$ cat src/verilog/trdb_isa_pkg.sv
// instruction and address width
// mask/match pairs for conditional branches, pulp immediate branches,
// compressed branches and jalr
package trdb_isa_pkg;

    // core word size, used for both addresses and instruction words
    localparam int unsigned XLEN = 32;

    // rv32i conditional branches
    // opcode 1100011, funct3 selects the compare
    localparam logic [XLEN-1:0] MASK_BEQ  = 32'h0000_707f;
    localparam logic [XLEN-1:0] MATCH_BEQ = 32'h0000_0063;

    localparam logic [XLEN-1:0] MASK_BNE  = 32'h0000_707f;
    localparam logic [XLEN-1:0] MATCH_BNE = 32'h0000_1063;

    localparam logic [XLEN-1:0] MASK_BLT  = 32'h0000_707f;
    localparam logic [XLEN-1:0] MATCH_BLT = 32'h0000_4063;

    localparam logic [XLEN-1:0] MASK_BGE  = 32'h0000_707f;
    localparam logic [XLEN-1:0] MATCH_BGE = 32'h0000_5063;

    localparam logic [XLEN-1:0] MASK_BLTU  = 32'h0000_707f;
    localparam logic [XLEN-1:0] MATCH_BLTU = 32'h0000_6063;

    localparam logic [XLEN-1:0] MASK_BGEU  = 32'h0000_707f;
    localparam logic [XLEN-1:0] MATCH_BGEU = 32'h0000_7063;

    // pulp immediate branches
    // reuse the two free funct3 slots of the branch opcode
    localparam logic [XLEN-1:0] MASK_P_BEQIMM  = 32'h0000_707f;
    localparam logic [XLEN-1:0] MATCH_P_BEQIMM = 32'h0000_2063;

    localparam logic [XLEN-1:0] MASK_P_BNEIMM  = 32'h0000_707f;
    localparam logic [XLEN-1:0] MATCH_P_BNEIMM = 32'h0000_3063;

    // compressed branches, quadrant 1
    // only the low halfword is meaningful
    localparam logic [XLEN-1:0] MASK_C_BEQZ  = 32'h0000_e003;
    localparam logic [XLEN-1:0] MATCH_C_BEQZ = 32'h0000_c001;

    localparam logic [XLEN-1:0] MASK_C_BNEZ  = 32'h0000_e003;
    localparam logic [XLEN-1:0] MATCH_C_BNEZ = 32'h0000_e001;

    // indirect jump, target not inferable from the program
    localparam logic [XLEN-1:0] MASK_JALR  = 32'h0000_707f;
    localparam logic [XLEN-1:0] MATCH_JALR = 32'h0000_0067;

    // addi, for reference when building filler words
    localparam logic [XLEN-1:0] MASK_ADDI  = 32'h0000_707f;
    localparam logic [XLEN-1:0] MATCH_ADDI = 32'h0000_0013;

endpackage

$ cat src/verilog/trdb_pkt_pkg.sv
// packet format codes and field widths
// packed body layouts and the 64-bit trace packet
package trdb_pkt_pkg;

    // format field, 0 left unused
    localparam logic [1:0] FMT_MAP  = 2'd1;
    localparam logic [1:0] FMT_ADDR = 2'd2;
    localparam logic [1:0] FMT_SYNC = 2'd3;

    // map field width, upper bound for MAP_LEN
    localparam int unsigned MAP_W = 24;
    // branch count width, holds 0..MAP_W
    localparam int unsigned CNT_W = 5;
    localparam int unsigned ADDR_W = 32;

    // address and map packets
    // bit i of map is the i-th branch, 1 = not taken
    typedef struct packed {
        logic [MAP_W-1:0]  map;
        logic [ADDR_W-1:0] address;
        logic              spare;
    } branch_body_t;

    // sync packet, full state of the first instruction
    typedef struct packed {
        logic [22:0]       reserved;
        logic              exception;
        logic              compressed;
        logic [ADDR_W-1:0] address;
    } sync_body_t;

    // same 57 bits, read according to format
    typedef union packed {
        branch_body_t branch;
        sync_body_t   sync;
    } pkt_body_u;

    // 2 + 5 + 57 = 64 bits
    typedef struct packed {
        logic [1:0]       format;
        logic [CNT_W-1:0] branch_cnt;
        pkt_body_u        body;
    } packet_t;

endpackage

$ cat src/verilog/trdb_branch_map.sv
// branch outcome map, bit per resolved branch
// count and full flag for the packet emitter
`timescale 1ns/10ps

module trdb_branch_map #(
    parameter int unsigned MAP_LEN = 16
) (
    input  logic                              clk_i,
    input  logic                              rst_i,
    input  logic                              advance_i,
    input  logic                              nc_branch_i,
    input  logic                              tc_branch_taken_i,
    input  logic                              map_flush_i,
    output logic [trdb_pkt_pkg::MAP_W-1:0]    map_bits_o,
    output logic [trdb_pkt_pkg::CNT_W-1:0]    map_count_o,
    output logic                              map_full_o
);

    localparam int unsigned CNT_W = trdb_pkt_pkg::CNT_W;

    // MAP_LEN has to fit the packet field
    if (MAP_LEN < 1 || MAP_LEN > trdb_pkt_pkg::MAP_W) begin : g_bad_len
        $error("MAP_LEN out of range 1..MAP_W");
    end

    // previous nc was a branch, resolved on the next advance
    logic                          pending_q;
    logic                          append;
    logic                          outcome;
    logic [trdb_pkt_pkg::MAP_W-1:0] map_q;
    logic [CNT_W-1:0]              count_q;

    assign append  = advance_i && pending_q;
    // 1 marks not taken
    assign outcome = !tc_branch_taken_i;

    always_ff @(posedge clk_i) begin
        if (rst_i) begin
            pending_q <= 1'b0;
            map_q     <= '0;
            count_q   <= '0;
        end else begin
            if (advance_i) begin
                pending_q <= nc_branch_i;
            end
            if (map_flush_i) begin
                // flush wins, a bit resolved now opens the new map
                map_q   <= '0;
                count_q <= '0;
                if (append) begin
                    map_q[0] <= outcome;
                    count_q  <= CNT_W'(1);
                end
            end else if (append) begin
                map_q[count_q] <= outcome;
                count_q        <= count_q + CNT_W'(1);
            end
        end
    end

    assign map_bits_o  = map_q;
    assign map_count_o = count_q;
    assign map_full_o  = (count_q == CNT_W'(MAP_LEN));

    a_count_bound: assert property (@(posedge clk_i) disable iff (rst_i)
        count_q <= CNT_W'(MAP_LEN));

    // emitter must drain a full map before another bit lands
    a_full_drained: assert property (@(posedge clk_i) disable iff (rst_i)
        (append && map_full_o) |-> map_flush_i);

endmodule

$ cat src/verilog/trdb_itype_detector.sv
// classification of the tc/nc pair
// branch, taken and uninferable discontinuity flags
`timescale 1ns/10ps

module trdb_itype_detector (
    input  logic                           tc_ready_i,
    input  logic                           nc_ready_i,
    input  logic [trdb_isa_pkg::XLEN-1:0]  nc_inst_data_i,
    input  logic                           tc_compressed_i,
    input  logic [trdb_isa_pkg::XLEN-1:0]  tc_iaddr_i,
    input  logic [trdb_isa_pkg::XLEN-1:0]  nc_iaddr_i,
    input  logic                           nc_exception_i,
    output logic                           nc_branch_o,
    output logic                           tc_branch_taken_o,
    output logic                           nc_updiscon_o
);

    logic                          both_ready;
    logic                          same_instr;
    logic                          nc_is_branch;
    logic                          nc_is_jalr;
    logic [trdb_isa_pkg::XLEN-1:0] tc_next_iaddr;

    assign both_ready = tc_ready_i && nc_ready_i;
    // repeated report of the same retire
    // only compared once tc holds a real predecessor
    assign same_instr = both_ready && (tc_iaddr_i == nc_iaddr_i);

    // any conditional branch kind
    assign nc_is_branch =
        ((nc_inst_data_i & trdb_isa_pkg::MASK_BEQ)      == trdb_isa_pkg::MATCH_BEQ)      ||
        ((nc_inst_data_i & trdb_isa_pkg::MASK_BNE)      == trdb_isa_pkg::MATCH_BNE)      ||
        ((nc_inst_data_i & trdb_isa_pkg::MASK_BLT)      == trdb_isa_pkg::MATCH_BLT)      ||
        ((nc_inst_data_i & trdb_isa_pkg::MASK_BGE)      == trdb_isa_pkg::MATCH_BGE)      ||
        ((nc_inst_data_i & trdb_isa_pkg::MASK_BLTU)     == trdb_isa_pkg::MATCH_BLTU)     ||
        ((nc_inst_data_i & trdb_isa_pkg::MASK_BGEU)     == trdb_isa_pkg::MATCH_BGEU)     ||
        ((nc_inst_data_i & trdb_isa_pkg::MASK_P_BEQIMM) == trdb_isa_pkg::MATCH_P_BEQIMM) ||
        ((nc_inst_data_i & trdb_isa_pkg::MASK_P_BNEIMM) == trdb_isa_pkg::MATCH_P_BNEIMM) ||
        ((nc_inst_data_i & trdb_isa_pkg::MASK_C_BEQZ)   == trdb_isa_pkg::MATCH_C_BEQZ)   ||
        ((nc_inst_data_i & trdb_isa_pkg::MASK_C_BNEZ)   == trdb_isa_pkg::MATCH_C_BNEZ);

    // c.jr / c.jalr not decoded
    assign nc_is_jalr =
        (nc_inst_data_i & trdb_isa_pkg::MASK_JALR) == trdb_isa_pkg::MATCH_JALR;

    // fall-through address of tc
    assign tc_next_iaddr = tc_iaddr_i + (tc_compressed_i ? trdb_isa_pkg::XLEN'(2)
                                                         : trdb_isa_pkg::XLEN'(4));

    assign nc_branch_o = nc_is_branch && nc_ready_i && !same_instr;

    // taken when nc is not the sequential successor
    assign tc_branch_taken_o = (tc_next_iaddr != nc_iaddr_i) && both_ready && !same_instr;

    // exceptions redirect like an indirect jump
    assign nc_updiscon_o = (nc_is_jalr || nc_exception_i) && nc_ready_i && !same_instr;

endmodule

$ cat src/verilog/trdb_packet_emitter.sv
// packet kind selection: sync, address after discontinuity, map when full
// packet assembly through the body union, registered strobe
`timescale 1ns/10ps

module trdb_packet_emitter #(
    parameter int unsigned MAP_LEN = 16
) (
    input  logic                              clk_i,
    input  logic                              rst_i,
    input  logic                              advance_i,
    input  logic [trdb_isa_pkg::XLEN-1:0]     nc_iaddr_i,
    input  logic                              nc_exception_i,
    input  logic                              tc_compressed_i,
    input  logic                              nc_updiscon_i,
    input  logic [trdb_pkt_pkg::MAP_W-1:0]    map_bits_i,
    input  logic [trdb_pkt_pkg::CNT_W-1:0]    map_count_i,
    input  logic                              map_full_i,
    output logic                              map_flush_o,
    output logic                              packet_valid_o,
    output trdb_pkt_pkg::packet_t             packet_o
);

    localparam int unsigned MAP_W = trdb_pkt_pkg::MAP_W;
    // keep only the MAP_LEN low bits of the map field
    localparam logic [MAP_W-1:0] MAP_KEEP = {MAP_W{1'b1}} >> (MAP_W - MAP_LEN);

    logic                  need_sync_q;
    logic                  discon_q;
    logic                  emit_sync;
    logic                  emit_addr;
    logic                  emit_map;
    trdb_pkt_pkg::pkt_body_u body;
    trdb_pkt_pkg::packet_t   pkt_next;

    // priority sync > address > map
    assign emit_sync = advance_i && need_sync_q;
    assign emit_addr = advance_i && !need_sync_q && discon_q;
    assign emit_map  = advance_i && !need_sync_q && !discon_q && map_full_i;

    // map clears on the edge that latches the packet
    assign map_flush_o = emit_addr || emit_map;

    always_comb begin
        body = '0;
        if (emit_sync) begin
            // first instruction, tc mirrors nc here
            body.sync.exception  = nc_exception_i;
            body.sync.compressed = tc_compressed_i;
            body.sync.address    = nc_iaddr_i;
        end else begin
            body.branch.map = map_bits_i & MAP_KEEP;
            // map-only packets carry no address
            if (emit_addr) begin
                body.branch.address = nc_iaddr_i;
            end
        end
    end

    always_comb begin
        pkt_next.format     = emit_sync ? trdb_pkt_pkg::FMT_SYNC :
                              emit_addr ? trdb_pkt_pkg::FMT_ADDR : trdb_pkt_pkg::FMT_MAP;
        pkt_next.branch_cnt = emit_sync ? '0 : map_count_i;
        pkt_next.body       = body;
    end

    always_ff @(posedge clk_i) begin
        if (rst_i) begin
            need_sync_q    <= 1'b1;
            discon_q       <= 1'b0;
            packet_valid_o <= 1'b0;
        end else begin
            packet_valid_o <= emit_sync || emit_addr || emit_map;
            if (advance_i) begin
                need_sync_q <= 1'b0;
                // jalr or exception in nc, address follows on next retire
                discon_q    <= nc_updiscon_i;
            end
        end
    end

    // held until the next packet
    always_ff @(posedge clk_i) begin
        if (emit_sync || emit_addr || emit_map) begin
            packet_o <= pkt_next;
        end
    end

    a_single_pulse: assert property (@(posedge clk_i) disable iff (rst_i)
        packet_valid_o |=> !packet_valid_o);

endmodule

$ cat src/verilog/trdb_stage_pipe.sv
// two-entry retire stage, current (tc) and next (nc) instruction
// advance pulse one cycle after each retire
`timescale 1ns/10ps

module trdb_stage_pipe (
    input  logic                           clk_i,
    input  logic                           rst_i,
    input  logic                           inst_valid_i,
    input  logic [trdb_isa_pkg::XLEN-1:0]  iaddr_i,
    input  logic [trdb_isa_pkg::XLEN-1:0]  inst_data_i,
    input  logic                           compressed_i,
    input  logic                           exception_i,
    output logic                           tc_ready_o,
    output logic [trdb_isa_pkg::XLEN-1:0]  tc_iaddr_o,
    output logic                           tc_compressed_o,
    output logic                           nc_ready_o,
    output logic [trdb_isa_pkg::XLEN-1:0]  nc_iaddr_o,
    output logic [trdb_isa_pkg::XLEN-1:0]  nc_inst_data_o,
    output logic                           nc_exception_o,
    output logic                           advance_o
);

    // nc compressed flag only travels on into tc
    logic nc_compressed_q;

    // control flags
    always_ff @(posedge clk_i) begin
        if (rst_i) begin
            tc_ready_o <= 1'b0;
            nc_ready_o <= 1'b0;
            advance_o  <= 1'b0;
        end else begin
            advance_o <= inst_valid_i;
            if (inst_valid_i) begin
                // fill in order: nc first, tc one retire later
                tc_ready_o <= nc_ready_o;
                nc_ready_o <= 1'b1;
            end
        end
    end

    // payload shift
    always_ff @(posedge clk_i) begin
        if (inst_valid_i) begin
            // with nc still empty, tc mirrors the new instruction
            // so the first advance sees its compressed flag
            tc_iaddr_o      <= nc_ready_o ? nc_iaddr_o : iaddr_i;
            tc_compressed_o <= nc_ready_o ? nc_compressed_q : compressed_i;
            nc_iaddr_o      <= iaddr_i;
            nc_inst_data_o  <= inst_data_i;
            nc_compressed_q <= compressed_i;
            nc_exception_o  <= exception_i;
        end
    end

    // core retires at most every other cycle
    a_retire_spacing: assert property (@(posedge clk_i) disable iff (rst_i)
        inst_valid_i |=> !inst_valid_i);

endmodule

$ cat src/verilog/trdb_top.sv
// trace encoder top level
// stage pipe, type detector, branch map and packet emitter
`timescale 1ns/10ps

module trdb_top #(
    parameter int unsigned MAP_LEN = 16
) (
    input  logic                           clk_i,
    input  logic                           rst_i,
    input  logic                           inst_valid_i,
    input  logic [trdb_isa_pkg::XLEN-1:0]  iaddr_i,
    input  logic [trdb_isa_pkg::XLEN-1:0]  inst_data_i,
    input  logic                           compressed_i,
    input  logic                           exception_i,
    output logic                           packet_valid_o,
    output trdb_pkt_pkg::packet_t          packet_o
);

    // stage outputs
    logic                          tc_ready;
    logic [trdb_isa_pkg::XLEN-1:0] tc_iaddr;
    logic                          tc_compressed;
    logic                          nc_ready;
    logic [trdb_isa_pkg::XLEN-1:0] nc_iaddr;
    logic [trdb_isa_pkg::XLEN-1:0] nc_inst_data;
    logic                          nc_exception;
    logic                          advance;
    // detector flags
    logic                          nc_branch;
    logic                          tc_branch_taken;
    logic                          nc_updiscon;
    // map state and flush
    logic [trdb_pkt_pkg::MAP_W-1:0] map_bits;
    logic [trdb_pkt_pkg::CNT_W-1:0] map_count;
    logic                           map_full;
    logic                           map_flush;

    trdb_stage_pipe stage_pipe_inst (
        .clk_i, .rst_i, .inst_valid_i, .iaddr_i, .inst_data_i, .compressed_i, .exception_i,
        .tc_ready_o(tc_ready), .tc_iaddr_o(tc_iaddr), .tc_compressed_o(tc_compressed),
        .nc_ready_o(nc_ready), .nc_iaddr_o(nc_iaddr), .nc_inst_data_o(nc_inst_data),
        .nc_exception_o(nc_exception), .advance_o(advance)
    );

    trdb_itype_detector itype_detector_inst (
        .tc_ready_i(tc_ready), .nc_ready_i(nc_ready), .nc_inst_data_i(nc_inst_data),
        .tc_compressed_i(tc_compressed), .tc_iaddr_i(tc_iaddr), .nc_iaddr_i(nc_iaddr),
        .nc_exception_i(nc_exception), .nc_branch_o(nc_branch),
        .tc_branch_taken_o(tc_branch_taken), .nc_updiscon_o(nc_updiscon)
    );

    trdb_branch_map #(.MAP_LEN(MAP_LEN)) branch_map_inst (
        .clk_i, .rst_i, .advance_i(advance), .nc_branch_i(nc_branch),
        .tc_branch_taken_i(tc_branch_taken), .map_flush_i(map_flush),
        .map_bits_o(map_bits), .map_count_o(map_count), .map_full_o(map_full)
    );

    trdb_packet_emitter #(.MAP_LEN(MAP_LEN)) packet_emitter_inst (
        .clk_i, .rst_i, .advance_i(advance), .nc_iaddr_i(nc_iaddr),
        .nc_exception_i(nc_exception), .tc_compressed_i(tc_compressed),
        .nc_updiscon_i(nc_updiscon), .map_bits_i(map_bits), .map_count_i(map_count),
        .map_full_i(map_full), .map_flush_o(map_flush),
        .packet_valid_o, .packet_o
    );

endmodule
$ cat config.mk
export PLATFORM = sky130hd
export DESIGN_NAME = trdb_top
export DESIGN_NICKNAME = d
export VERILOG_FILES = /design/src/verilog/trdb_isa_pkg.sv /design/src/verilog/trdb_pkt_pkg.sv /design/src/verilog/trdb_branch_map.sv /design/src/verilog/trdb_itype_detector.sv /design/src/verilog/trdb_packet_emitter.sv /design/src/verilog/trdb_stage_pipe.sv /design/src/verilog/trdb_top.sv
export SDC_FILE = /design/constraint.sdc
export NUM_CORES = 1
export LEC_CHECK = 0
export BUFFER_PORTS_ARGS = -buffer_cell sky130_fd_sc_hd__buf_2
export CORE_UTILIZATION = 55
export DETAILED_ROUTE_END_ITERATION = 10
export PLACE_DENSITY = 0.8
export SYNTH_ARGS = -nofsm -noshare
export SYNTH_HDL_FRONTEND = slang
export SYNTH_SLANG_ARGS = --single-unit
$ cat constraint.sdc
create_clock -name clk_i -period 4.46 [get_ports clk_i]
set_input_delay 0.892 -clock clk_i [delete_from_list [all_inputs] [get_ports clk_i]]
set_output_delay 0.892 -clock clk_i [all_outputs]
set_load 0.05 [all_outputs]
==> qor.yml <==
routing:
  route.antenna.remaining_nets: 0
  vias_per_cell: 5.80
  wirelength_um: 15900
  wire_per_inst_um: 17.4
  vias: 5298
  route.detailed.drc: 0
  drt_first_pass_iters: 5
  drtIter0Drc: 418
power:
  sw_frac_of_total: 0.241
  leakagePower_nw: 3.32
  clockPowerShare: 0.417
  powerDensity_mw_per_mm2: 419
  peakVddDrop_uv: 279
  internal_power_w: 0.00286
  combPwrFrac: 0.102
  power_frac_seq: 0.480
  power_switching_w: 0.000909
floorplan:
  start_util: 0.563
  num_io_pins: 134
  dieArea_mm2: 0.0146
  core_area_mm2: 0.0138
  fp.dieH_um: 121
  fp.dieW_um: 121
  rows: 43
sta:
  setup_viol: 0
  fin_crit_sh: 0.784
  setup_ws_ns: 0.964
  rsz0062_at_grt: "false"
  clock_skew_ns: 0.00731
  fin_setup_tns_ns: 0
  hold_violations: 0
  slew-limit-headroom: 0.321
  post-route-min-period_ns: 3.50
  max_freq_mhz: 286
  slew_viol_final: 0
  worst_pin_slew_ns: 1.02
placement:
  globalplace.congestion: 0.869
  dp_slack_ns: 0.926
  portBuffers: 104
  hpwl_um: 10900
setup_path:
  worstPathRequired_ns: 4.80
  worstSetupStartpointType: "flip-flop"
  cp_max_fo: 16
  cp-end-kind: "flip-flop"
  setup.worst_path.class: "flip-flop to flip-flop"
  crit_arrival_ns: 3.83
clock_network:
  clk_pin_slew_ns: 0.06
  cts_setup_buffers: 0
  cts_max_level: 4
  cts_hold_buf: 0
  cts-root-buf: "clkbuf_16"
  numCtsBuffers: 17
  clock_sinks: 162
  clk_path_buf_depth: 2
  clkLatencyLatePin_ns: 0.43
  cts_tree: "done"
  ctsResizeCount: 0
global_route:
  antenna_found_initial: 0
  grt_pass1_wl_um: 25400
  grt_pass1_vias: 4932
  overflow: 0
  grt_max_degree: 82
  track_usage: 0.230
layout:
  num_antenna_cells: 0
  synthToLayoutAreaGrowth_pct: 15.7
  drive_above_1_share: 0.263
  final_nets: 796
  nFillCells: 1055
worst_hold_path:
  min_path_type: "flip-flop to flip-flop"
synthesis:
  syn_area_per_cell_um2: 12.4
  synth.ff_latch_count: 162
  yosysSeqAreaShare: 0.589
  synth-edff-count: 134
  synth_cell_types: 63
  synthFlopType: "edfxtp_1"
  synthCells: 627
  yosys_warnings: 0
  netlist_area_mm2: 0.00778
  async_flop_share: 0
run:
  max_cap_viol_count: 0
outcome:
  status: "finished clean"
## logic make-up (layout without fill, tap and decap cells)
kind of cell,after synthesis,in the layout,synth area share
mux,38,38,0.0542
other cells,1,8,0.000482
xor+xnor,46,46,0.0518
flops,162,162,0.589
buf+inv,54,153,0.0355
compound gates,107,107,0.0994
fa+ha+maj,7,7,0.0122
simple gates,212,212,0.157
## critical path, stage by stage (launching register included)
cell and delay (ns):
edfxtp_1 0.41, ha_1 0.19, inv_1 0.05, fa_1 0.46, nand3b_1 0.24, nor4_4 0.48, nand4_1 0.19, mux2i_1 0.17
nor4_2 0.33, nand4_2 0.50, o21ai_0 0.35
## area by class of cell
class	count	area, µm²	area share
clock buffers	18	429	0.0476
clock inverters	14	210	0.0233
inverters	12	45.0	0.00500
multi-input cells	418	2950	0.328
flip-flops and latches	162	4580	0.509
well taps	180	225	0.0250
repair buffers	109	561	0.0622
## state kept, by name (all words and copies together), names as in the netlist
| signal | flops |
|---|---|
| branch_map_inst.map_bits_o | 16 |
| branch_map_inst.map_count_o | 5 |
| branch_map_inst.pending_q | 1 |
| packet_emitter_inst.discon_q | 1 |
| packet_emitter_inst.need_sync_q | 1 |
| packet_emitter_inst.packet_o | 56 |
| packet_emitter_inst.packet_valid_o | 1 |
| stage_pipe_inst.advance_o | 1 |
| stage_pipe_inst.nc_compressed_q | 1 |
| stage_pipe_inst.nc_exception_o | 1 |
| stage_pipe_inst.nc_iaddr_o | 32 |
| stage_pipe_inst.nc_inst_data_o | 11 |
| stage_pipe_inst.nc_ready_o | 1 |
| stage_pipe_inst.tc_compressed_o | 1 |
| stage_pipe_inst.tc_iaddr_o | 32 |
| stage_pipe_inst.tc_ready_o | 1 |
## power by group through the flow
stage          registers (W)  logic (W)  clock network (W)
5_1_grt              0.00182   0.000418            0.00166
3_3_place_gp         0.00184   0.000379                  0
3_5_place_dp         0.00184   0.000385                  0
2_1_floorplan        0.00188   0.000234                  0
6_report             0.00181   0.000386            0.00157
4_1_cts              0.00181   0.000387            0.00160
## cells in the final DEF (no fill, tap or decap), drive strengths merged, types with 4 or more instances in the layout
cell type	synthesis	routed
nor3	4	4
clkinv	0	4
nor4	9	9
ha	6	6
a22o	29	29
mux2	33	33
a21oi	11	11
edfxtp	134	134
nand3b	5	5
nand2b	6	6
xnor2	33	33
nand2	40	40
nand3	24	24
o22ai	5	5
nand4	20	20
and2	23	23
buf	14	109
nor2	38	38
conb	1	8
clkbuf	27	18
inv	12	14
nor3b	16	16
dfxtp	28	28
o21ai	26	26
bufinv	0	5
xor2	13	13
nand4b	5	5
a31oi	20	20
and3	4	4
mux2i	5	5
## final timing paths
check                                  startpoint                       endpoint  slack (ns)  cells past startpoint
setup / recovery  stage_pipe_inst.tc_compressed_o  branch_map_inst.map_bits_o[1]        0.96                     10
hold / removal       packet_emitter_inst.discon_q   packet_emitter_inst.discon_q        0.49                      2
setup reg to reg  stage_pipe_inst.tc_compressed_o  branch_map_inst.map_bits_o[1]        0.96                     10
hold reg to reg      packet_emitter_inst.discon_q   packet_emitter_inst.discon_q        0.49                      2
## cells in the mapped netlist (all sizes together), types with 14 or more instances
master / count / area, µm²
o21ai: 26 / 168
clkbuf: 27 / 121
a31oi: 20 / 125
nand2: 40 / 153
nor2: 38 / 143
and2: 23 / 144
edfxtp: 134 / 4020
a22o: 29 / 254
nand3: 24 / 133
mux2: 33 / 372
dfxtp: 28 / 561
nor3b: 16 / 125
xnor2: 33 / 289
buf: 14 / 100
nand4: 20 / 131
## metal layers
layer / up-vias / share of wire / GRT usage
li1: 2550 / - / -
met1: 2553 / 0.45 / 0.317
met2: 168 / 0.47 / 0.357
met3: 27 / 0.055 / 0.0456
met4: 0 / 0.019 / 0.0910
met5: - / 0 / 0
## per-stage QoR
stage | utilization | cells | total power, W | area [µm²] | hold WS (ns)
6_report | 0.651 | 913 | 0.00377 | 9010 | 0.487
3_5_place_dp | 0.605 | 881 | 0.00223 | 8370 | 0.472
2_1_floorplan | - | 634 | 0.00211 | 7810 | 0.446
5_1_grt | 0.651 | 913 | 0.00390 | 9010 | 0.510
4_1_cts | 0.651 | 913 | 0.00379 | 9010 | 0.484
3_3_place_gp | 0.605 | 881 | 0.00221 | 8370 | 0.458
(Power assumes the default switching activity.)
